`config.mk`:
```
export PLATFORM = sky130hd
export DESIGN_NAME = id_stage
export DESIGN_NICKNAME = d
export VERILOG_FILES = /design/src/verilog/id_pkg.sv /design/src/verilog/id_ctrl_if.sv /design/src/verilog/id_decoder.sv /design/src/verilog/id_operand_mux.sv /design/src/verilog/id_issue_fsm.sv /design/src/verilog/id_stage.sv
export VERILOG_INCLUDE_DIRS = /design/src /design/src/include
export SDC_FILE = /design/constraint.sdc
export NUM_CORES = 1
export LEC_CHECK = 0
export BUFFER_PORTS_ARGS = -buffer_cell sky130_fd_sc_hd__buf_2
export CORE_AREA = 2 2 100 102
export CTS_CLUSTER_DIAMETER = 40
export DETAILED_ROUTE_END_ITERATION = 8
export DIE_AREA = 0 0 102 104
export SETUP_SLACK_MARGIN = 0.02
export SYNTH_ARGS = -nofsm -noshare
export SYNTH_HDL_FRONTEND = slang
export SYNTH_HIERARCHICAL = 1
export SYNTH_SLANG_ARGS = --single-unit
```
`constraint.sdc`:
```
create_clock -name clk_i -period 3.4 [get_ports clk_i]
set_clock_uncertainty 0.1 [all_clocks]
set_input_delay 0.68 -clock clk_i [delete_from_list [all_inputs] [get_ports clk_i]]
set_output_delay 0.68 -clock clk_i [all_outputs]
set_load 0.01 [all_outputs]
```
`src/include/id_defines.svh`:
```
////////////////////////////////////////////////////////////
// Decode stage widths and constants
////////////////////////////////////////////////////////////

`ifndef ID_DEFINES_SVH
`define ID_DEFINES_SVH

// Data path and operand width
`define ID_XLEN 32

// Instruction word width
`define ID_INSTR_W 32

// Register file address width
`define ID_REG_AW 5

// Sequential PC step, used for the link address
`define ID_PC_INCR 4

`endif

```
`src/verilog/id_pkg.sv`:
```
////////////////////////////////////////////////////////////
// Decode stage types
// Opcodes, ALU operations, mux selects and the instruction
// word with its R, I and S views
////////////////////////////////////////////////////////////

`default_nettype none

package id_pkg;

  // Major opcodes of the supported RV32I subset
  typedef enum logic [6:0] {
    OPCODE_LOAD   = 7'h03,
    OPCODE_OP_IMM = 7'h13,
    OPCODE_AUIPC  = 7'h17,
    OPCODE_STORE  = 7'h23,
    OPCODE_OP     = 7'h33,
    OPCODE_LUI    = 7'h37,
    OPCODE_BRANCH = 7'h63,
    OPCODE_JALR   = 7'h67,
    OPCODE_JAL    = 7'h6f
  } opcode_e;

  typedef enum logic [4:0] {
    ALU_ADD, ALU_SUB, ALU_XOR, ALU_OR, ALU_AND,
    ALU_SLL, ALU_SRL, ALU_SRA, ALU_SLT, ALU_SLTU,
    // Comparisons for branches
    ALU_EQ, ALU_NE, ALU_LT, ALU_GE, ALU_LTU, ALU_GEU
  } alu_op_e;

  typedef enum logic [1:0] {OP_A_REG_A, OP_A_CURRPC, OP_A_ZERO} op_a_sel_e;

  typedef enum logic {OP_B_REG_B, OP_B_IMM} op_b_sel_e;

  typedef enum logic [2:0] {
    IMM_B_I, IMM_B_S, IMM_B_B, IMM_B_U, IMM_B_J, IMM_B_INCR_PC
  } imm_b_sel_e;

  typedef enum logic [1:0] {LSU_WORD = 2'b00, LSU_HALF = 2'b01, LSU_BYTE = 2'b10} lsu_type_e;

  typedef struct packed {
    logic [6:0] funct7;
    logic [4:0] rs2;
    logic [4:0] rs1;
    logic [2:0] funct3;
    logic [4:0] rd;
    opcode_e    opcode;
  } instr_r_t;

  typedef struct packed {
    logic [11:0] imm12;
    logic [4:0]  rs1;
    logic [2:0]  funct3;
    logic [4:0]  rd;
    opcode_e     opcode;
  } instr_i_t;

  // Also carries the B-type immediate bits
  typedef struct packed {
    logic [6:0] imm_hi;
    logic [4:0] rs2;
    logic [4:0] rs1;
    logic [2:0] funct3;
    logic [4:0] imm_lo;
    opcode_e    opcode;
  } instr_s_t;

  typedef union packed {
    instr_r_t r;
    instr_i_t i;
    instr_s_t s;
  } instr_u;

endpackage

`default_nettype wire

```
`src/verilog/id_ctrl_if.sv`:
```
////////////////////////////////////////////////////////////
// Decoded control from the decoder to the operand muxes
// and the issue FSM
////////////////////////////////////////////////////////////

`timescale 1ns/1ps
`default_nettype none

interface id_ctrl_if;
  import id_pkg::*;

  // Operand selection
  op_a_sel_e  op_a_sel;
  op_b_sel_e  op_b_sel;
  imm_b_sel_e imm_b_sel;

  // Instruction class, cleared for illegal encodings
  logic       lsu_req;
  logic       branch;
  logic       jump;
  logic       rf_we;
  logic       illegal;

  modport dec (output op_a_sel, op_b_sel, imm_b_sel,
               output lsu_req, branch, jump, rf_we, illegal);

  modport mux (input op_a_sel, op_b_sel, imm_b_sel);

  modport fsm (input lsu_req, branch, jump, rf_we, illegal);

endinterface

`default_nettype wire

```
`src/verilog/id_decoder.sv`:
```
////////////////////////////////////////////////////////////
// Instruction decoder
// ALU operation, operand selects, LSU attributes, register
// addresses and illegal instruction detection
////////////////////////////////////////////////////////////

`timescale 1ns/1ps
`default_nettype none

`include "id_defines.svh"

module id_decoder (
  input  id_pkg::instr_u         instr_rdata_i,
  input  logic                   instr_first_cycle_i,
  output logic [`ID_REG_AW-1:0]  rf_raddr_a_o,
  output logic [`ID_REG_AW-1:0]  rf_raddr_b_o,
  output logic [`ID_REG_AW-1:0]  rf_waddr_o,
  output id_pkg::alu_op_e        alu_operator_o,
  output logic                   lsu_we_o,
  output id_pkg::lsu_type_e      lsu_type_o,
  output logic                   lsu_sign_ext_o,
  id_ctrl_if.dec                 ctrl
);
  import id_pkg::*;

  logic lsu_req_dec;
  logic branch_dec;
  logic jump_dec;
  logic rf_we_dec;
  logic illegal_dec;

  assign rf_raddr_a_o = instr_rdata_i.r.rs1;
  assign rf_raddr_b_o = instr_rdata_i.r.rs2;
  assign rf_waddr_o   = instr_rdata_i.r.rd;

  always_comb begin
    alu_operator_o = ALU_ADD;
    ctrl.op_a_sel  = OP_A_REG_A;
    ctrl.op_b_sel  = OP_B_IMM;
    ctrl.imm_b_sel = IMM_B_I;
    lsu_req_dec    = 1'b0;
    lsu_we_o       = 1'b0;
    lsu_type_o     = LSU_WORD;
    lsu_sign_ext_o = 1'b0;
    branch_dec     = 1'b0;
    jump_dec       = 1'b0;
    rf_we_dec      = 1'b0;
    illegal_dec    = 1'b0;

    unique case (instr_rdata_i.r.opcode)
      OPCODE_LUI: begin
        ctrl.op_a_sel  = OP_A_ZERO;
        ctrl.imm_b_sel = IMM_B_U;
        rf_we_dec      = 1'b1;
      end
      OPCODE_AUIPC: begin
        ctrl.op_a_sel  = OP_A_CURRPC;
        ctrl.imm_b_sel = IMM_B_U;
        rf_we_dec      = 1'b1;
      end
      OPCODE_OP_IMM: begin
        rf_we_dec = 1'b1;
        unique case (instr_rdata_i.r.funct3)
          3'b000: alu_operator_o = ALU_ADD;
          3'b010: alu_operator_o = ALU_SLT;
          3'b011: alu_operator_o = ALU_SLTU;
          3'b100: alu_operator_o = ALU_XOR;
          3'b110: alu_operator_o = ALU_OR;
          3'b111: alu_operator_o = ALU_AND;
          3'b001: begin
            alu_operator_o = ALU_SLL;
            illegal_dec    = (instr_rdata_i.r.funct7 != 7'b000_0000);
          end
          default: begin
            // Shift right, funct7 picks logical or arithmetic
            if (instr_rdata_i.r.funct7 == 7'b000_0000) begin
              alu_operator_o = ALU_SRL;
            end else if (instr_rdata_i.r.funct7 == 7'b010_0000) begin
              alu_operator_o = ALU_SRA;
            end else begin
              illegal_dec = 1'b1;
            end
          end
        endcase
      end
      OPCODE_OP: begin
        ctrl.op_b_sel = OP_B_REG_B;
        rf_we_dec     = 1'b1;
        unique case ({instr_rdata_i.r.funct7, instr_rdata_i.r.funct3})
          {7'b000_0000, 3'b000}: alu_operator_o = ALU_ADD;
          {7'b010_0000, 3'b000}: alu_operator_o = ALU_SUB;
          {7'b000_0000, 3'b001}: alu_operator_o = ALU_SLL;
          {7'b000_0000, 3'b010}: alu_operator_o = ALU_SLT;
          {7'b000_0000, 3'b011}: alu_operator_o = ALU_SLTU;
          {7'b000_0000, 3'b100}: alu_operator_o = ALU_XOR;
          {7'b000_0000, 3'b101}: alu_operator_o = ALU_SRL;
          {7'b010_0000, 3'b101}: alu_operator_o = ALU_SRA;
          {7'b000_0000, 3'b110}: alu_operator_o = ALU_OR;
          {7'b000_0000, 3'b111}: alu_operator_o = ALU_AND;
          default:               illegal_dec    = 1'b1;
        endcase
      end
      OPCODE_LOAD: begin
        lsu_req_dec    = 1'b1;
        rf_we_dec      = 1'b1;
        // funct3[2] marks the unsigned variants
        lsu_sign_ext_o = ~instr_rdata_i.i.funct3[2];
        unique case (instr_rdata_i.i.funct3)
          3'b000, 3'b100: lsu_type_o  = LSU_BYTE;
          3'b001, 3'b101: lsu_type_o  = LSU_HALF;
          3'b010:         lsu_type_o  = LSU_WORD;
          default:        illegal_dec = 1'b1;
        endcase
      end
      OPCODE_STORE: begin
        lsu_req_dec    = 1'b1;
        lsu_we_o       = 1'b1;
        ctrl.imm_b_sel = IMM_B_S;
        unique case (instr_rdata_i.s.funct3)
          3'b000:  lsu_type_o  = LSU_BYTE;
          3'b001:  lsu_type_o  = LSU_HALF;
          3'b010:  lsu_type_o  = LSU_WORD;
          default: illegal_dec = 1'b1;
        endcase
      end
      OPCODE_BRANCH: begin
        branch_dec = 1'b1;
        unique case (instr_rdata_i.s.funct3)
          3'b000:  alu_operator_o = ALU_EQ;
          3'b001:  alu_operator_o = ALU_NE;
          3'b100:  alu_operator_o = ALU_LT;
          3'b101:  alu_operator_o = ALU_GE;
          3'b110:  alu_operator_o = ALU_LTU;
          3'b111:  alu_operator_o = ALU_GEU;
          default: illegal_dec    = 1'b1;
        endcase
        if (instr_first_cycle_i) begin
          // Compare rs1 with rs2
          ctrl.op_b_sel = OP_B_REG_B;
        end else begin
          // Taken, compute the target
          alu_operator_o = ALU_ADD;
          ctrl.op_a_sel  = OP_A_CURRPC;
          ctrl.imm_b_sel = IMM_B_B;
        end
      end
      OPCODE_JAL, OPCODE_JALR: begin
        jump_dec    = 1'b1;
        rf_we_dec   = 1'b1;
        illegal_dec = (instr_rdata_i.i.opcode == OPCODE_JALR) &&
                      (instr_rdata_i.i.funct3 != 3'b000);
        if (!instr_first_cycle_i) begin
          // Link address
          ctrl.op_a_sel  = OP_A_CURRPC;
          ctrl.imm_b_sel = IMM_B_INCR_PC;
        end else if (instr_rdata_i.i.opcode == OPCODE_JAL) begin
          ctrl.op_a_sel  = OP_A_CURRPC;
          ctrl.imm_b_sel = IMM_B_J;
        end
      end
      default: begin
        illegal_dec = 1'b1;
      end
    endcase
  end

  // An illegal encoding must not request, write or redirect
  assign ctrl.lsu_req = lsu_req_dec & ~illegal_dec;
  assign ctrl.branch  = branch_dec  & ~illegal_dec;
  assign ctrl.jump    = jump_dec    & ~illegal_dec;
  assign ctrl.rf_we   = rf_we_dec   & ~illegal_dec;
  assign ctrl.illegal = illegal_dec;

endmodule

`default_nettype wire

```
`src/verilog/id_operand_mux.sv`:
```
////////////////////////////////////////////////////////////
// Immediate generation and main ALU operand selection
////////////////////////////////////////////////////////////

`timescale 1ns/1ps
`default_nettype none

`include "id_defines.svh"

module id_operand_mux (
  input  id_pkg::instr_u        instr_rdata_i,
  input  logic [`ID_XLEN-1:0]   pc_id_i,
  input  logic [`ID_XLEN-1:0]   rf_rdata_a_i,
  input  logic [`ID_XLEN-1:0]   rf_rdata_b_i,
  output logic [`ID_XLEN-1:0]   alu_operand_a_o,
  output logic [`ID_XLEN-1:0]   alu_operand_b_o,
  id_ctrl_if.mux                ctrl
);
  import id_pkg::*;

  logic [`ID_XLEN-1:0] imm_i_type;
  logic [`ID_XLEN-1:0] imm_s_type;
  logic [`ID_XLEN-1:0] imm_b_type;
  logic [`ID_XLEN-1:0] imm_u_type;
  logic [`ID_XLEN-1:0] imm_j_type;
  logic [`ID_XLEN-1:0] imm_b;

  ////////////////////////////////////////////////////////////
  // Immediates
  ////////////////////////////////////////////////////////////

  assign imm_i_type = {{20{instr_rdata_i.i.imm12[11]}}, instr_rdata_i.i.imm12};
  assign imm_s_type = {{20{instr_rdata_i.s.imm_hi[6]}}, instr_rdata_i.s.imm_hi,
                       instr_rdata_i.s.imm_lo};
  // B type reuses the S fields with bits 11 and 12 swapped in
  assign imm_b_type = {{19{instr_rdata_i.s.imm_hi[6]}}, instr_rdata_i.s.imm_hi[6],
                       instr_rdata_i.s.imm_lo[0], instr_rdata_i.s.imm_hi[5:0],
                       instr_rdata_i.s.imm_lo[4:1], 1'b0};
  assign imm_u_type = {instr_rdata_i.i.imm12, instr_rdata_i.i.rs1,
                       instr_rdata_i.i.funct3, 12'h000};
  assign imm_j_type = {{12{instr_rdata_i.i.imm12[11]}}, instr_rdata_i.i.rs1,
                       instr_rdata_i.i.funct3, instr_rdata_i.i.imm12[0],
                       instr_rdata_i.i.imm12[10:1], 1'b0};

  ////////////////////////////////////////////////////////////
  // Operand muxes
  ////////////////////////////////////////////////////////////

  always_comb begin
    unique case (ctrl.imm_b_sel)
      IMM_B_I:       imm_b = imm_i_type;
      IMM_B_S:       imm_b = imm_s_type;
      IMM_B_B:       imm_b = imm_b_type;
      IMM_B_U:       imm_b = imm_u_type;
      IMM_B_J:       imm_b = imm_j_type;
      default:       imm_b = `ID_XLEN'(`ID_PC_INCR);
    endcase
  end

  always_comb begin
    unique case (ctrl.op_a_sel)
      OP_A_REG_A:  alu_operand_a_o = rf_rdata_a_i;
      OP_A_CURRPC: alu_operand_a_o = pc_id_i;
      default:     alu_operand_a_o = '0;
    endcase
  end

  assign alu_operand_b_o = (ctrl.op_b_sel == OP_B_IMM) ? imm_b : rf_rdata_b_i;

endmodule

`default_nettype wire

```
`src/verilog/id_issue_fsm.sv`:
```
////////////////////////////////////////////////////////////
// Issue FSM
// First-cycle/multi-cycle sequencing, stalls, completion
// and the registered branch set
////////////////////////////////////////////////////////////

`timescale 1ns/1ps
`default_nettype none

module id_issue_fsm (
  input  logic   clk_i,
  input  logic   rst_ni,
  input  logic   instr_valid_i,
  input  logic   branch_decision_i,
  input  logic   lsu_valid_i,
  input  logic   lsu_we_i,
  id_ctrl_if.fsm ctrl,
  output logic   instr_first_cycle_o,
  output logic   instr_id_done_o,
  output logic   illegal_insn_o,
  output logic   lsu_req_o,
  output logic   branch_set_o,
  output logic   jump_set_o,
  output logic   rf_we_o
);

  typedef enum logic {FIRST_CYCLE, MULTI_CYCLE} id_fsm_e;

  id_fsm_e fsm_q;
  id_fsm_e fsm_d;
  logic    branch_set_d;
  logic    branch_set_q;
  logic    stall_mem;
  logic    stall_branch;
  logic    stall_jump;
  logic    multicycle_done;

  assign instr_first_cycle_o = instr_valid_i & (fsm_q == FIRST_CYCLE);

  // Branches and jumps finish in their second cycle, memory ops wait for the LSU
  assign multicycle_done = ~ctrl.lsu_req | lsu_valid_i;

  always_comb begin
    fsm_d        = fsm_q;
    stall_branch = 1'b0;
    stall_jump   = 1'b0;
    branch_set_d = 1'b0;

    if (instr_valid_i) begin
      unique case (fsm_q)
        FIRST_CYCLE: begin
          if (ctrl.lsu_req) begin
            fsm_d = MULTI_CYCLE;
          end else if (ctrl.branch) begin
            // Only a taken branch needs the target cycle
            fsm_d        = branch_decision_i ? MULTI_CYCLE : FIRST_CYCLE;
            stall_branch = branch_decision_i;
            branch_set_d = branch_decision_i;
          end else if (ctrl.jump) begin
            fsm_d      = MULTI_CYCLE;
            stall_jump = 1'b1;
          end
        end
        default: begin
          if (multicycle_done) begin
            fsm_d = FIRST_CYCLE;
          end
        end
      endcase
    end
  end

  always_ff @(posedge clk_i or negedge rst_ni) begin
    if (!rst_ni) begin
      fsm_q        <= FIRST_CYCLE;
      branch_set_q <= 1'b0;
    end else begin
      fsm_q        <= fsm_d;
      branch_set_q <= branch_set_d;
    end
  end

  // Load/store always holds its first cycle, then waits for the LSU
  assign stall_mem = instr_valid_i & ctrl.lsu_req & (~lsu_valid_i | instr_first_cycle_o);

  assign instr_id_done_o = instr_valid_i & ~stall_mem & ~stall_branch & ~stall_jump;

  assign illegal_insn_o = instr_valid_i & ctrl.illegal;
  assign lsu_req_o      = instr_first_cycle_o & ctrl.lsu_req;
  assign jump_set_o     = instr_first_cycle_o & ctrl.jump;
  assign branch_set_o   = branch_set_q;

  // Stores never write, everything else writes on completion
  assign rf_we_o = ctrl.rf_we & ~lsu_we_i & instr_id_done_o;

endmodule

`default_nettype wire

```
`src/verilog/id_stage.sv`:
```
////////////////////////////////////////////////////////////
// RV32I decode and issue stage
// Decoder, operand muxes and issue FSM
////////////////////////////////////////////////////////////

`timescale 1ns/1ps
`default_nettype none

`include "id_defines.svh"

module id_stage (
  input  logic                   clk_i,
  input  logic                   rst_ni,
  // Fetch handshake
  input  logic                   instr_valid_i,
  input  logic [`ID_INSTR_W-1:0] instr_rdata_i,
  input  logic [`ID_XLEN-1:0]    pc_id_i,
  input  logic                   branch_decision_i,
  input  logic                   lsu_valid_i,
  input  logic [`ID_XLEN-1:0]    rf_rdata_a_i,
  input  logic [`ID_XLEN-1:0]    rf_rdata_b_i,
  output logic                   instr_id_done_o,
  output logic                   illegal_insn_o,
  // Register file
  output logic [`ID_REG_AW-1:0]  rf_raddr_a_o,
  output logic [`ID_REG_AW-1:0]  rf_raddr_b_o,
  output logic [`ID_REG_AW-1:0]  rf_waddr_o,
  output logic                   rf_we_o,
  // Main ALU
  output id_pkg::alu_op_e        alu_operator_o,
  output logic [`ID_XLEN-1:0]    alu_operand_a_o,
  output logic [`ID_XLEN-1:0]    alu_operand_b_o,
  // LSU
  output logic                   lsu_req_o,
  output logic                   lsu_we_o,
  output id_pkg::lsu_type_e      lsu_type_o,
  output logic                   lsu_sign_ext_o,
  output logic [`ID_XLEN-1:0]    lsu_wdata_o,
  // PC redirect
  output logic                   branch_set_o,
  output logic                   jump_set_o
);
  import id_pkg::*;

  instr_u instr_word;
  logic   instr_first_cycle;

  id_ctrl_if ctrl_if ();

  assign instr_word  = instr_rdata_i;
  assign lsu_wdata_o = rf_rdata_b_i;

  id_decoder u_decoder (
    .instr_rdata_i       (instr_word),
    .instr_first_cycle_i (instr_first_cycle),
    .rf_raddr_a_o        (rf_raddr_a_o),
    .rf_raddr_b_o        (rf_raddr_b_o),
    .rf_waddr_o          (rf_waddr_o),
    .alu_operator_o      (alu_operator_o),
    .lsu_we_o            (lsu_we_o),
    .lsu_type_o          (lsu_type_o),
    .lsu_sign_ext_o      (lsu_sign_ext_o),
    .ctrl                (ctrl_if.dec)
  );

  id_operand_mux u_operand_mux (
    .instr_rdata_i   (instr_word),
    .pc_id_i         (pc_id_i),
    .rf_rdata_a_i    (rf_rdata_a_i),
    .rf_rdata_b_i    (rf_rdata_b_i),
    .alu_operand_a_o (alu_operand_a_o),
    .alu_operand_b_o (alu_operand_b_o),
    .ctrl            (ctrl_if.mux)
  );

  id_issue_fsm u_issue_fsm (
    .clk_i               (clk_i),
    .rst_ni              (rst_ni),
    .instr_valid_i       (instr_valid_i),
    .branch_decision_i   (branch_decision_i),
    .lsu_valid_i         (lsu_valid_i),
    .lsu_we_i            (lsu_we_o),
    .ctrl                (ctrl_if.fsm),
    .instr_first_cycle_o (instr_first_cycle),
    .instr_id_done_o     (instr_id_done_o),
    .illegal_insn_o      (illegal_insn_o),
    .lsu_req_o           (lsu_req_o),
    .branch_set_o        (branch_set_o),
    .jump_set_o          (jump_set_o),
    .rf_we_o             (rf_we_o)
  );

endmodule

`default_nettype wire

```
==> summary.txt, run 1 <==
Critical path
  – Worst Setup Path Type: input pin to primary output
  – CP Launch Type: input pin
  – Arrival time worst endpoint: 2.55 ns
  – Worst Path Buf+Inv: 4
  – Req. time, crit path: 2.62 ns
  – Critical path cell sequence: buf_6 -> or2_4 -> nor3_4 -> nand2b_1 -> o221ai_4 -> buf_6 -> nand2_4 -> nor3_4 -> buf_6 -> a221o_1 -> buf_2
  – Worst-case reg-to-reg path depth: 4
  – Most Frequent Cell on Critical Path: buf_6
  – Endpoint class of the critical path: primary output
  – Crit-path slowest cell: or2_4
  – CP Depth: 11
  – CP max FO: 6
  – Kind of cell adding the most delay to the critical path: simple AND/OR/NAND/NOR gates
  – CP max stage delay: 0.27 ns

Placement
  – PortBufs: 257
  – Gpl congestion: 0.897
  – DP Area: 3550 um2
  – Dpl hpwl: 8330 um
  – Cell Count Post-Placement: 697

Floorplanning
  – Die Span Y: 104 um
  – Die area: 10600 um2
  – Core area: 9550 um2
  – Die Wd: 102 um
  – Initial Utilization: 23.7%
  – Ports: 259
  – Std cell rows: 36

Synth
  – Yosys Warn Count: 6
  – Post-synthesis xor/xnor area fraction: 0.387%
  – Post-synthesis compound-gate area fraction: 30.1%
  – Cell variety after synth: 53
  – Yosys top cell area share: 16.6%
  – Asr flop ratio synth: 100%
  – Top post-synthesis cells by area: buf_4 17%, mux2i_1 15%, nor2_1 9.9%
  – Syn_nets: 480
  – Synth Area in Simple Gates: 26.2%
  – #FFs+latches synth: 2
  – Mux share of post-synthesis cell area: 15.5%
  – Synth area leader: buf_4
  – Largest family of logic cells by synthesized area: compound AO/OA/AOI/OAI gates
  – Mapped Avg Cell Area: 6.60 um2
  – Seq/Total Area, Yosys: 2.21%
  – Post-synthesis cell area: 2260 um2
  – Top_reg_cell synth: dfrtp_1
  – Cell count after synthesis: 343
  – Adder-cell share of the synthesized area: 2.65%
  – Number of flops mapped to enable cells by yosys: 0

Layout
  – Share of cells above drive strength 1: 58.0%
  – Most frequent cells in the layout: 255 x buf_2, 58 x nor2_1, 37 x buf_4, 31 x mux2i_1, 21 x o21ai_0
  – Post-Layout Cell Count: 707
  – Layout area overhead: 68.5%
  – Most common cell after layout, fill and taps aside: buf_2
  – Final core utilization: 40.0%
  – Design Area, Final: 3810 um2
  – Number of diodes: 0
  – Final net count: 713

STA
  – Max Fclk: 300 MHz
  – Fin crit share: 98.0%
  – Final setup fails: 0
  – Fin crit period: 3.33 ns
  – RSZ-0062 raised after global routing: yes
  – Final hold vios: 0
  – Max-slew violations: 0

Clock tree
  – H-tree depth: 1
  – CTS tree: built
  – Clock slew seen by the registers of the worst setup and hold paths: 0.03 ns
  – Hold Buf Count CTS: 0
  – Clock root buffer: clkbuf_8
  – Clock buffer count from CTS: 3
  – # clock sinks: 2
  – Clock latency on the worst-skew pair: 0.20 ns
  – Clock Tree Buf Depth: 2

Global route
  – Antenna violations before repair: 0
  – GRT overflow: 0
  – Largest net degree at the start of global routing: 33
  – GRT Overall Usage: 16.4%
  – Vias in the first global route: 2999
  – First-pass GRT wire length: 14500 um

Routing
  – Post-Route WL: 10300 um
  – DR pass1 iterations: 4
  – Iteration-0 DRC Markers: 142
  – Vias post-DR: 3438
  – Routed Antenna Nets: 0
  – WL per Instance: 14.5 um
  – Residual DRC: 0
  – Vias/cell: 4.86

Power and ir drop
  – Power Density: 129 nW/um2
  – Peak supply drop: 0.287 mV
  – Lkg Pwr: 1.96 nW
  – Final Power: 491 uW

Job
  – MaxCap Viol Count: 0

Hold path
  – Hold Path Class: input pin to asynchronous set/reset pin

Run status
  – Outcome: finished, final reports clean
final timing paths:
kind | startpoint | endpoint | slack (ns)
worst max-delay path | instr_rdata_i[6] | alu_operand_b_o[28] | 0.07
worst min-delay path | rst_ni | u_issue_fsm/branch_set_o | 0.16
worst max register to register | u_issue_fsm/fsm_q | u_issue_fsm/fsm_q | 2.15
worst min register to register | u_issue_fsm/fsm_q | u_issue_fsm/fsm_q | 0.48
max in group asynchronous | rst_ni | u_issue_fsm/fsm_q | 2.94
min in group clk_i | u_issue_fsm/fsm_q | u_issue_fsm/fsm_q | 0.48
synthesized netlist by cell type, types with 3 or more instances:
| master | n |
|---|---|
| nor2_1 | 60 |
| buf_4 | 50 |
| mux2i_1 | 35 |
| o21ai_0 | 21 |
| a21oi_1 | 16 |
| nand2_1 | 15 |
| a221o_1 | 11 |
| buf_2 | 11 |
| clkbuf_1 | 11 |
| inv_1 | 10 |
| o22ai_1 | 8 |
| nor2b_1 | 7 |
| a22o_1 | 6 |
| nand2b_1 | 6 |
| o211ai_1 | 6 |
| a211oi_1 | 5 |
| and2_1 | 4 |
| ha_1 | 4 |
| nor3_1 | 4 |
| a211o_1 | 3 |
| nand3_1 | 3 |
| nor4_1 | 3 |
| o31ai_1 | 3 |
| or2_2 | 3 |
| or4_1 | 3 |
state kept, by name, indices dropped and copies added, names as in the netlist:
| register | count |
|---|---|
| u_issue_fsm/branch_set_o | 1 |
| u_issue_fsm/fsm_q | 1 |
report_power, final:
part / internal, mW / switching (mW)
Combinational: 0.179 / 0.197
Sequential: 0.0242 / 0.000183
Clock: 0.0746 / 0.0161
kinds of logic (layout without fill, tap and decap cells):
family | Yosys count | after routing
xor gates and xnor gates | 1 | 1
and+or+nand+nor | 120 | 120
DFF | 2 | 2
other | 1 | 1
adders and majority gates | 5 | 5
AOI/OAI and AO/OA | 95 | 95
buffers and inverters | 84 | 315
muxes | 35 | 35
layout make-up:
| class | count | area, um2 |
|---|---|---|
| multi-input combinational | 257 | 1820 |
| fill | 1021 | 5730 |
| tap | 133 | 166 |
| sequential | 2 | 50.0 |
| timing repair buffer | 301 | 1690 |
| clock buffer | 3 | 41.3 |
| inverter | 11 | 41.3 |
timing repair:
action	4_1_cts	5_1_grt
endpoints found under the setup margin	25	54
pin swaps	0	13
cloned	0	2
setup buffers	0	5
gates resized for setup	4	32
per-stage QoR:
step | hold slack [ns] | setup slack (ns) | setup TNS, ns
floorplan | 0.284 | 0.0600 | 0
global placement | 0.366 | -0.0333 | -0.179
detailed placement | 0.370 | -0.0728 | -0.895
CTS | 0.154 | 0.0253 | 0
global route | 0.157 | -0.0651 | -0.707
finish | 0.158 | 0.0672 | 0
per-layer routing:
metal	up-vias	GRT usage [%]	share of wire [%]
li1	1661	-	-
met1	1555	21.2	41
met2	210	29.9	51
met3	12	1.28	7.3
met4	0	2.19	1.2
met5	-	0	0
No activity file was read; power rests on OpenSTA's default activity.
==> inputs of run 2 (changes only) <==
--- a/config.mk
+++ b/config.mk
@@ -6,12 +6,14 @@
 export SDC_FILE = /design/constraint.sdc
 export NUM_CORES = 1
 export LEC_CHECK = 0
+export ABC_AREA = 1
 export BUFFER_PORTS_ARGS = -buffer_cell sky130_fd_sc_hd__buf_2
-export CORE_AREA = 2 2 100 102
-export CTS_CLUSTER_DIAMETER = 40
+export CORE_AREA = 2 2 101 103
 export DETAILED_ROUTE_END_ITERATION = 8
-export DIE_AREA = 0 0 102 104
+export DIE_AREA = 0 0 103 105
+export PLACE_DENSITY = 0.65
 export SETUP_SLACK_MARGIN = 0.02
+export SLEW_MARGIN = 20
 export SYNTH_ARGS = -nofsm -noshare
 export SYNTH_HDL_FRONTEND = slang
 export SYNTH_HIERARCHICAL = 1
==> run 2 against run 1 <==
Worst hold slack worse by 0.011 ns. Sequential share of layout area is 0.11 points lower. Clock power is 4.1% higher. Total power is 3.1% higher. Synthesized area is 23% higher. Critical endpoint is now alu_operand_b_o[20]. Global-route usage is 0.91 points higher. Maximum frequency is 3.0% higher. Count of clock-buffer cells in the layout stayed put. Largest power group unchanged. Wire length is 2.9% higher. Via count is 20% higher.
==> summary.txt, run 2 <==
Run status
  – Outcome: finished, final reports clean

Global route
  – GRT overflow: 0 (unchanged)
  – Vias in the first global route: 3519 (+17%)
  – Antenna violations before repair: 0 (unchanged)
  – Largest net degree at the start of global routing: 33 (unchanged)
  – GRT Overall Usage: 17.3% (+0.91 points)
  – First-pass GRT wire length: 15700 um (+8.0%)

Synth
  – Cell count after synthesis: 557 (+62%)
  – Seq/Total Area, Yosys: 1.80% (-0.41 points)
  – Mapped Avg Cell Area: 4.99 um2 (-24%)
  – #FFs+latches synth: 2 (unchanged)
  – Synth top cells by count: 181 x nand2_1, 70 x inv_1, 65 x nand3_1
  – Top_reg_cell synth: dfrtp_1
  – Number of flops mapped to enable cells by yosys: 0 (unchanged)
  – Yosys top cell area share: 24.4% (+7.9 points)
  – Yosys Warn Count: 6 (unchanged)
  – Asr flop ratio synth: 100% (unchanged)
  – Synth area leader: nand2_1
  – Post-synthesis cell area: 2780 um2 (+23%)
  – Top post-synthesis cells by area: nand2_1 24%, buf_4 13%, nand3_1 12%
  – Cell variety after synth: 34 (-36%)
  – Count leader, synth: nand2_1
  – Syn_nets: 694 (+45%)

Clock tree
  – H-tree depth: 1 (unchanged)
  – Clock buffer count from CTS: 3 (unchanged)
  – Clock slew seen by the registers of the worst setup and hold paths: 0.03 ns (about the same)
  – # clock sinks: 2 (unchanged)
  – Clock root buffer: clkbuf_8
  – Clock latency on the worst-skew pair: 0.21 ns (about the same)
  – Clock Tree Buf Depth: 2 (unchanged)
  – CTS tree: built

Placement
  – Dpl ws: 0.00583 ns (+0.0787 ns)
  – PortBufs: 257 (unchanged)
  – Dpl hpwl: 8690 um (+4.4%)
  – Gpl congestion: 0.868 (-3.3%)

STA
  – Max Fclk: 309 MHz (+3.0%)
  – Worst setup margin: 0.166 ns (+0.0983 ns)
  – Final hold vios: 0 (unchanged)
  – Max-slew violations: 0 (unchanged)
  – Fin crit share: 95.1% (-2.9 points)
  – Setup TNS: 0 ns (unchanged)
  – Fin crit period: 3.23 ns (-0.0983 ns)
  – Final setup fails: 0 (unchanged)

Layout
  – Filler Cell Count: 1147 (+12%)
  – Most frequent cells in the layout: 256 x buf_2, 176 x nand2_1, 69 x inv_1, 64 x nand3_1, 29 x nor2_1
  – Final net count: 915 (+28%)
  – Most common cell after layout, fill and taps aside: buf_2
  – Share of cells above drive strength 1: 44.8% (-13 points)
  – Layout area overhead: 49.4%
  – Number of diodes: 0 (unchanged)

Critical path
  – CP Launch Type: input pin
  – Worst Setup Path Type: input pin to primary output
  – Reg2reg setup slack: 2.38 ns (+0.23 ns)
  – Req. time, crit path: 2.62 ns (about the same)
  – Arrival time worst endpoint: 2.45 ns (-0.10 ns)
  – CP max FO: 7 (+1)
  – Endpoint class of the critical path: primary output

Routing
  – Vias/cell: 4.55 (-6.4%)
  – Post-Route WL: 10600 um (+2.9%)
  – Iteration-0 DRC Markers: 185 (+30%)
  – Residual DRC: 0 (unchanged)
  – Routed Antenna Nets: 0 (unchanged)
  – DR pass1 iterations: 5 (+1)
  – Vias post-DR: 4137 (+20%)
  – WL per Instance: 11.6 um (-20%)

Job
  – MaxCap Viol Count: 0 (unchanged)

Power and ir drop
  – Final Power: 506 uW (+3.1%)
  – Lkg Pwr: 2.50 nW (+28%)
  – Peak supply drop: 0.0661 mV (-77%)
  – Power Density: 122 nW/um2 (-5.4%)

Floorplanning
  – Die Wd: 103 um (+0.98%)
  – Die area: 10800 um2 (+2.0%)
  – Initial Utilization: 28.9% (+5.1 points)
  – Std cell rows: 36 (unchanged)
  – Die Span Y: 105 um (+0.96%)
  – Ports: 259 (unchanged)
  – Core area: 9640 um2 (+0.94%)

Hold path
  – Hold Path Class: input pin to asynchronous set/reset pin
-- run 2: cell count changes after synthesis, sizes merged, moves of 23 or more --
cell | previous run | this run
mux2i | 35 | 0
nand3 | 3 | 66
nand2 | 15 | 199
inv | 11 | 75
o21ai | 21 | 44
-- run 2: repair_timing --
action | 4_1_cts | 5_1_grt
buffers inserted | 0 | 11
gates cloned | 0 | 1
endpoints found under the setup margin | 2 | 61
resized for setup | 1 | 23
pin swaps | 0 | 10
hold buffers | 0 | 0
-- run 2: cells by family after synthesis --
group           after synthesis  synth area share (%)
compound gates               57                  10.8
simple gates                338                  56.5
fa+ha+maj                     4                  1.80
buf+inv                     155                  29.0
other cells                   1                 0.135
flops                         2                  1.80
-- run 2: metal layers --
metal | track usage (%) | vias to the layer above | part of all wire [%]
li1 | - | 2133 | -
met1 | 19.6 | 1848 | 41
met2 | 34.4 | 154 | 52
met3 | 2.21 | 2 | 6.9
met4 | 1.69 | 0 | 0.11
met5 | 0 | - | 0
-- run 2: through the flow --
step / util, % / std cells / instance area [um2] / hold slack [ns]
finish: 43.1 / 909 / 4160 / 0.146
global route: 43.1 / 909 / 4160 / 0.142
CTS: 40.9 / 897 / 3940 / 0.142
detailed placement: 40.4 / 894 / 3900 / 0.368
global placement: 40.4 / 894 / 3900 / 0.367
floorplan: - / 557 / 2780 / 0.284
-- run 2: final cells by class --
type | count | area (um2) | area share (%)
clock buffers | 3 | 41.3 | 0.994
repair buffers | 286 | 1560 | 37.6
multi-input cells | 401 | 2020 | 48.6
well taps | 133 | 166 | 4.00
flip-flops and latches | 2 | 50.0 | 1.20
inverters | 84 | 315 | 7.59
-- run 2: where the power goes --
group	switching [mW]	total (mW)	internal, mW
logic	0.217	0.388	0.171
registers	0.0000180	0.0241	0.0240
clock network	0.0195	0.0944	0.0750
-- run 2: critical path, stage by stage --
cell     delay (ns)
buf_2          0.10
inv_1          0.07
nand2_2        0.09
nor2_4         0.16
inv_1          0.06
nor2_2         0.10
inv_1          0.09
o21ai_2        0.14
buf_6          0.16
buf_12         0.12
nor2_4         0.06
nor2_4         0.20
nand2_4        0.12
nand2_1        0.09
nand2_1        0.05
nand2_1        0.05
buf_2          0.12
-- run 2: worst paths after layout --
kind                       depth (start not counted)                  endpoint         startpoint
min in group clk_i                                 3         u_issue_fsm/fsm_q  u_issue_fsm/fsm_q
setup / recovery                                  17       alu_operand_b_o[20]   instr_rdata_i[4]
hold reg to reg                                    3         u_issue_fsm/fsm_q  u_issue_fsm/fsm_q
setup reg to reg                                   4  u_issue_fsm/branch_set_o  u_issue_fsm/fsm_q
hold / removal                                     1         u_issue_fsm/fsm_q             rst_ni
max in group asynchronous                          1  u_issue_fsm/branch_set_o             rst_ni
==> inputs of run 3 (changes only) <==
--- a/config.mk
+++ b/config.mk
@@ -8,13 +8,11 @@
 export LEC_CHECK = 0
 export ABC_AREA = 1
 export BUFFER_PORTS_ARGS = -buffer_cell sky130_fd_sc_hd__buf_2
-export CORE_AREA = 2 2 101 103
+export CORE_AREA = 2 2 100 102
 export DETAILED_ROUTE_END_ITERATION = 8
-export DIE_AREA = 0 0 103 105
-export PLACE_DENSITY = 0.65
+export DIE_AREA = 0 0 102 104
 export SETUP_SLACK_MARGIN = 0.02
 export SLEW_MARGIN = 20
 export SYNTH_ARGS = -nofsm -noshare
 export SYNTH_HDL_FRONTEND = slang
-export SYNTH_HIERARCHICAL = 1
 export SYNTH_SLANG_ARGS = --single-unit
==> constraint.sdc (replaced) <==
create_clock -name clk_i -period 3.4 [get_ports clk_i]
set_clock_uncertainty 0.1 [all_clocks]
set_input_delay 0.34 -clock clk_i [delete_from_list [all_inputs] [get_ports clk_i]]
set_output_delay 0.34 -clock clk_i [all_outputs]
set_load 0.01 [all_outputs]
==> run 3 against run 2 <==
Cell count is 13% lower. Critical path depth fell by 6. Count of clock-buffer cells in the layout is the same. Flip-flop and latch count stayed put. First-iteration DRC count is 12% lower. Combinational power shrank 11%. Sequential share of layout area increased by 0.25 points. Core utilization fell by 7.0 points. Sequential power about the same. Critical path type is now flop to primary output. Largest power group unchanged.
==> summary.txt, run 3 <==
Run status
  – Outcome: finished, final reports clean

Critical path
  – Arrival time worst endpoint: 2.35 ns (-0.10 ns)
  – Req. time, crit path: 2.96 ns (+0.34 ns)
  – Reg2reg setup slack: 2.36 ns (-0.02 ns)
  – Critical path cell sequence: nor2_4 -> inv_2 -> o21ai_2 -> inv_2 -> nor2_2 -> buf_4 -> nand3_1 -> o211ai_1 -> nand2_1 -> nand2_1 -> buf_2
  – R2R Path Start: u_issue_fsm.fsm_q
  – CP max FO: 34 (+27)
  – Endpoint class of the critical path: primary output
  – Critical Path Source: u_issue_fsm.fsm_q
  – CP max stage delay: 0.40 ns (+0.20 ns)
  – Reg2reg end: u_issue_fsm.branch_set_o
  – Crit-path slowest cell: dfrtp_1
  – CP endpoint: alu_operand_b_o[11]
  – Worst Setup Path Type: flop to primary output
  – Worst-case reg-to-reg path depth: 3 (-1)
  – CP Launch Type: flop

Clock tree
  – Clock slew seen by the registers of the worst setup and hold paths: 0.03 ns (about the same)
  – # clock sinks: 2 (unchanged)
  – Clock latency on the worst-skew pair: 0.21 ns (about the same)
  – Clock Tree Buf Depth: 2 (unchanged)
  – Clock buffer count from CTS: 3 (unchanged)
  – H-tree depth: 1 (unchanged)
  – CTS tree: built
  – Clock root buffer: clkbuf_8
  – Post-CTS Setup Bufs: 0 (unchanged)

STA
  – Fin crit share: 82.1% (-13 points)
  – Slew HR: 58.6%
  – Setup TNS: 0 ns (unchanged)
  – Fin crit period: 2.79 ns (-0.442 ns)
  – Worst slew pin tran: 0.618 ns
  – Max-slew violations: 0 (unchanged)
  – RSZ-0062 raised after global routing: no
  – Final setup fails: 0 (unchanged)
  – Max Fclk: 358 MHz (+16%)
  – Final hold vios: 0 (unchanged)

Floorplanning
  – Die Wd: 102 um (-0.97%)
  – Ports: 259 (unchanged)
  – Die area: 10600 um2 (-1.9%)
  – Core area: 9550 um2 (-0.93%)
  – Die Span Y: 104 um (-0.95%)
  – Initial Utilization: 24.9% (-4.0 points)
  – Std cell rows: 36 (unchanged)

Global route
  – Largest net degree at the start of global routing: 37 (+12%)
  – GRT overflow: 0 (unchanged)
  – Vias in the first global route: 3254 (-7.5%)
  – GRT Overall Usage: 17.9% (+0.63 points)
  – Antenna violations before repair: 0 (unchanged)
  – First-pass GRT wire length: 15700 um (+0.22%)

Routing
  – Vias post-DR: 3717 (-10%)
  – Vias/cell: 4.69 (+3.0%)
  – Iteration-0 DRC Markers: 163 (-12%)
  – Post-Route WL: 10600 um (-0.14%)
  – Routed Antenna Nets: 0 (unchanged)
  – DR pass1 iterations: 6 (+1)
  – Residual DRC: 0 (unchanged)
  – WL per Instance: 13.3 um (+14%)

Layout
  – Final net count: 795 (-13%)
  – Share of cells above drive strength 1: 45.6% (+0.76 points)
  – Most frequent cells in the layout: 257 x buf_2, 126 x nand2_1, 68 x nand3_1, 44 x o21ai_0, 36 x nor2_1
  – Layout area overhead: 45.2%
  – Most common cell after layout, fill and taps aside: buf_2
  – Number of diodes: 0 (unchanged)

Synth
  – Yosys top cell area share: 19.9% (-4.5 points)
  – Post-synthesis cell area: 2370 um2 (-15%)
  – Post-synthesis compound-gate area fraction: 22.2% (+11 points)
  – Top_reg_cell synth: dfrtp_1
  – Synth area leader: nand2_1
  – Syn_nets: 598 (-14%)
  – Cell count after synthesis: 465 (-17%)
  – Largest family of logic cells by synthesized area: simple AND/OR/NAND/NOR gates
  – Top post-synthesis cells by area: nand2_1 20%, buf_4 16%, nand3_1 14%
  – Adder-cell share of the synthesized area: 0% (-1.8 points)
  – Number of flops mapped to enable cells by yosys: 0 (unchanged)
  – Count leader, synth: nand2_1
  – Synth top cells by count: 126 x nand2_1, 68 x nand3_1, 51 x buf_4
  – #FFs+latches synth: 2 (unchanged)
  – Seq/Total Area, Yosys: 2.11% (+0.31 points)
  – Yosys Warn Count: 0 (-6)
  – Post-synthesis xor/xnor area fraction: 0% (unchanged)
  – Cell variety after synth: 31 (-8.8%)
  – Mapped Avg Cell Area: 5.10 um2 (+2.2%)
  – Synth Area in Simple Gates: 49.6% (-6.9 points)
  – Mux share of post-synthesis cell area: 0% (unchanged)
  – Asr flop ratio synth: 100% (unchanged)

Placement
  – Dpl hpwl: 8730 um (+0.43%)
  – Gpl congestion: 0.960 (+11%)
  – PortBufs: 257 (unchanged)

Power and ir drop
  – Net Sw Power: 208 uW (-12%)
  – Gate power share: 74.7% (-1.9 points)
  – Clock power frac: 20.1% (+1.4 points)
  – Peak supply drop: 0.187 mV (+180%)
  – Switching Share: 45.2% (-1.5 points)
  – Lkg Pwr: 2.18 nW (-13%)
  – Int Power: 252 uW (-6.5%)
  – Final Power: 460 uW (-9.1%)
  – Seq pwr share: 5.2% (+0.4 points)
  – Power Density: 134 nW/um2 (+9.6%)

Hold path
  – Hold Path Class: input pin to flop

Job
  – MaxCap Viol Count: 0 (unchanged)
[run 3: worst min-delay path by stage]
stage,start,endpoint,cells past startpoint
floorplan,rst_ni,u_issue_fsm.branch_set_o,0
global placement,rst_ni,u_issue_fsm.branch_set_o,1
detailed placement,rst_ni,u_issue_fsm.fsm_q,1
CTS,instr_valid_i,u_issue_fsm.fsm_q,3
global route,rst_ni,u_issue_fsm.fsm_q,2
finish,instr_valid_i,u_issue_fsm.fsm_q,3
[run 3: through the flow]
| step | setup slack, ns | instances | hold WS, ns | instance area (um2) | utilization [%] |
|---|---|---|---|---|---|
| finish | 0.607 | 793 | 0.322 | 3450 | 36.1 |
| floorplan | 1.45 | 465 | -0.0556 | 2370 | - |
| detailed placement | 0.628 | 789 | 0.0314 | 3390 | 35.5 |
| global route | 0.399 | 793 | 0.364 | 3450 | 36.1 |
| CTS | 0.575 | 793 | 0.313 | 3450 | 36.1 |
| global placement | 0.685 | 789 | 0.0272 | 3390 | 35.5 |
[run 3: final cells by class]
cell class,instances,area (um2)
Timing Repair Buffer,262,1330
Tap cell,133,166
Inverter,41,154
Fill cell,1100,6100
Multi-Input combinational cell,352,1710
Sequential cell,2,50.0
Clock buffer,3,41.3
[run 3: cell families after synthesis]
| kind of cell | Yosys count |
|---|---|
| buf+inv | 111 |
| compound gates | 90 |
| flops | 2 |
| other cells | 1 |
| simple gates | 261 |
[run 3: timing repair]
| action | 4_1_cts | 5_1_grt |
|---|---|---|
| hold endpoints to repair | 2 | 0 |
| hold buffers | 1 | 0 |
| gates resized for setup | 0 | 0 |
[run 3: metal layers]
layer,up-vias,GRT usage [%],part of all wire (%),wire [um]
met2,174,32.8,49,5200
met3,4,1.75,6.3,669
met4,0,2.67,0.36,38
met5,-,0,0,0
li1,1880,-,-,-
met1,1659,22.8,44,4650
[run 3: worst max-delay path: cells and delay by family (launching register included)]
family | cells | cell delay (ns)
flops | 1 | 0.40
compound gates | 2 | 0.39
buf+inv | 4 | 0.78
simple gates | 5 | 0.56
[run 3: power by group through the flow]
| stage | Clock, mW | Combinational (mW) | Sequential, mW |
|---|---|---|---|
| after floorplan | 0 | 0.195 | 0.0243 |
| after global placement | 0 | 0.341 | 0.0243 |
| after detailed placement | 0 | 0.343 | 0.0243 |
| after CTS | 0.0948 | 0.345 | 0.0241 |
| after global routing | 0.0995 | 0.379 | 0.0241 |
| final | 0.0923 | 0.344 | 0.0241 |
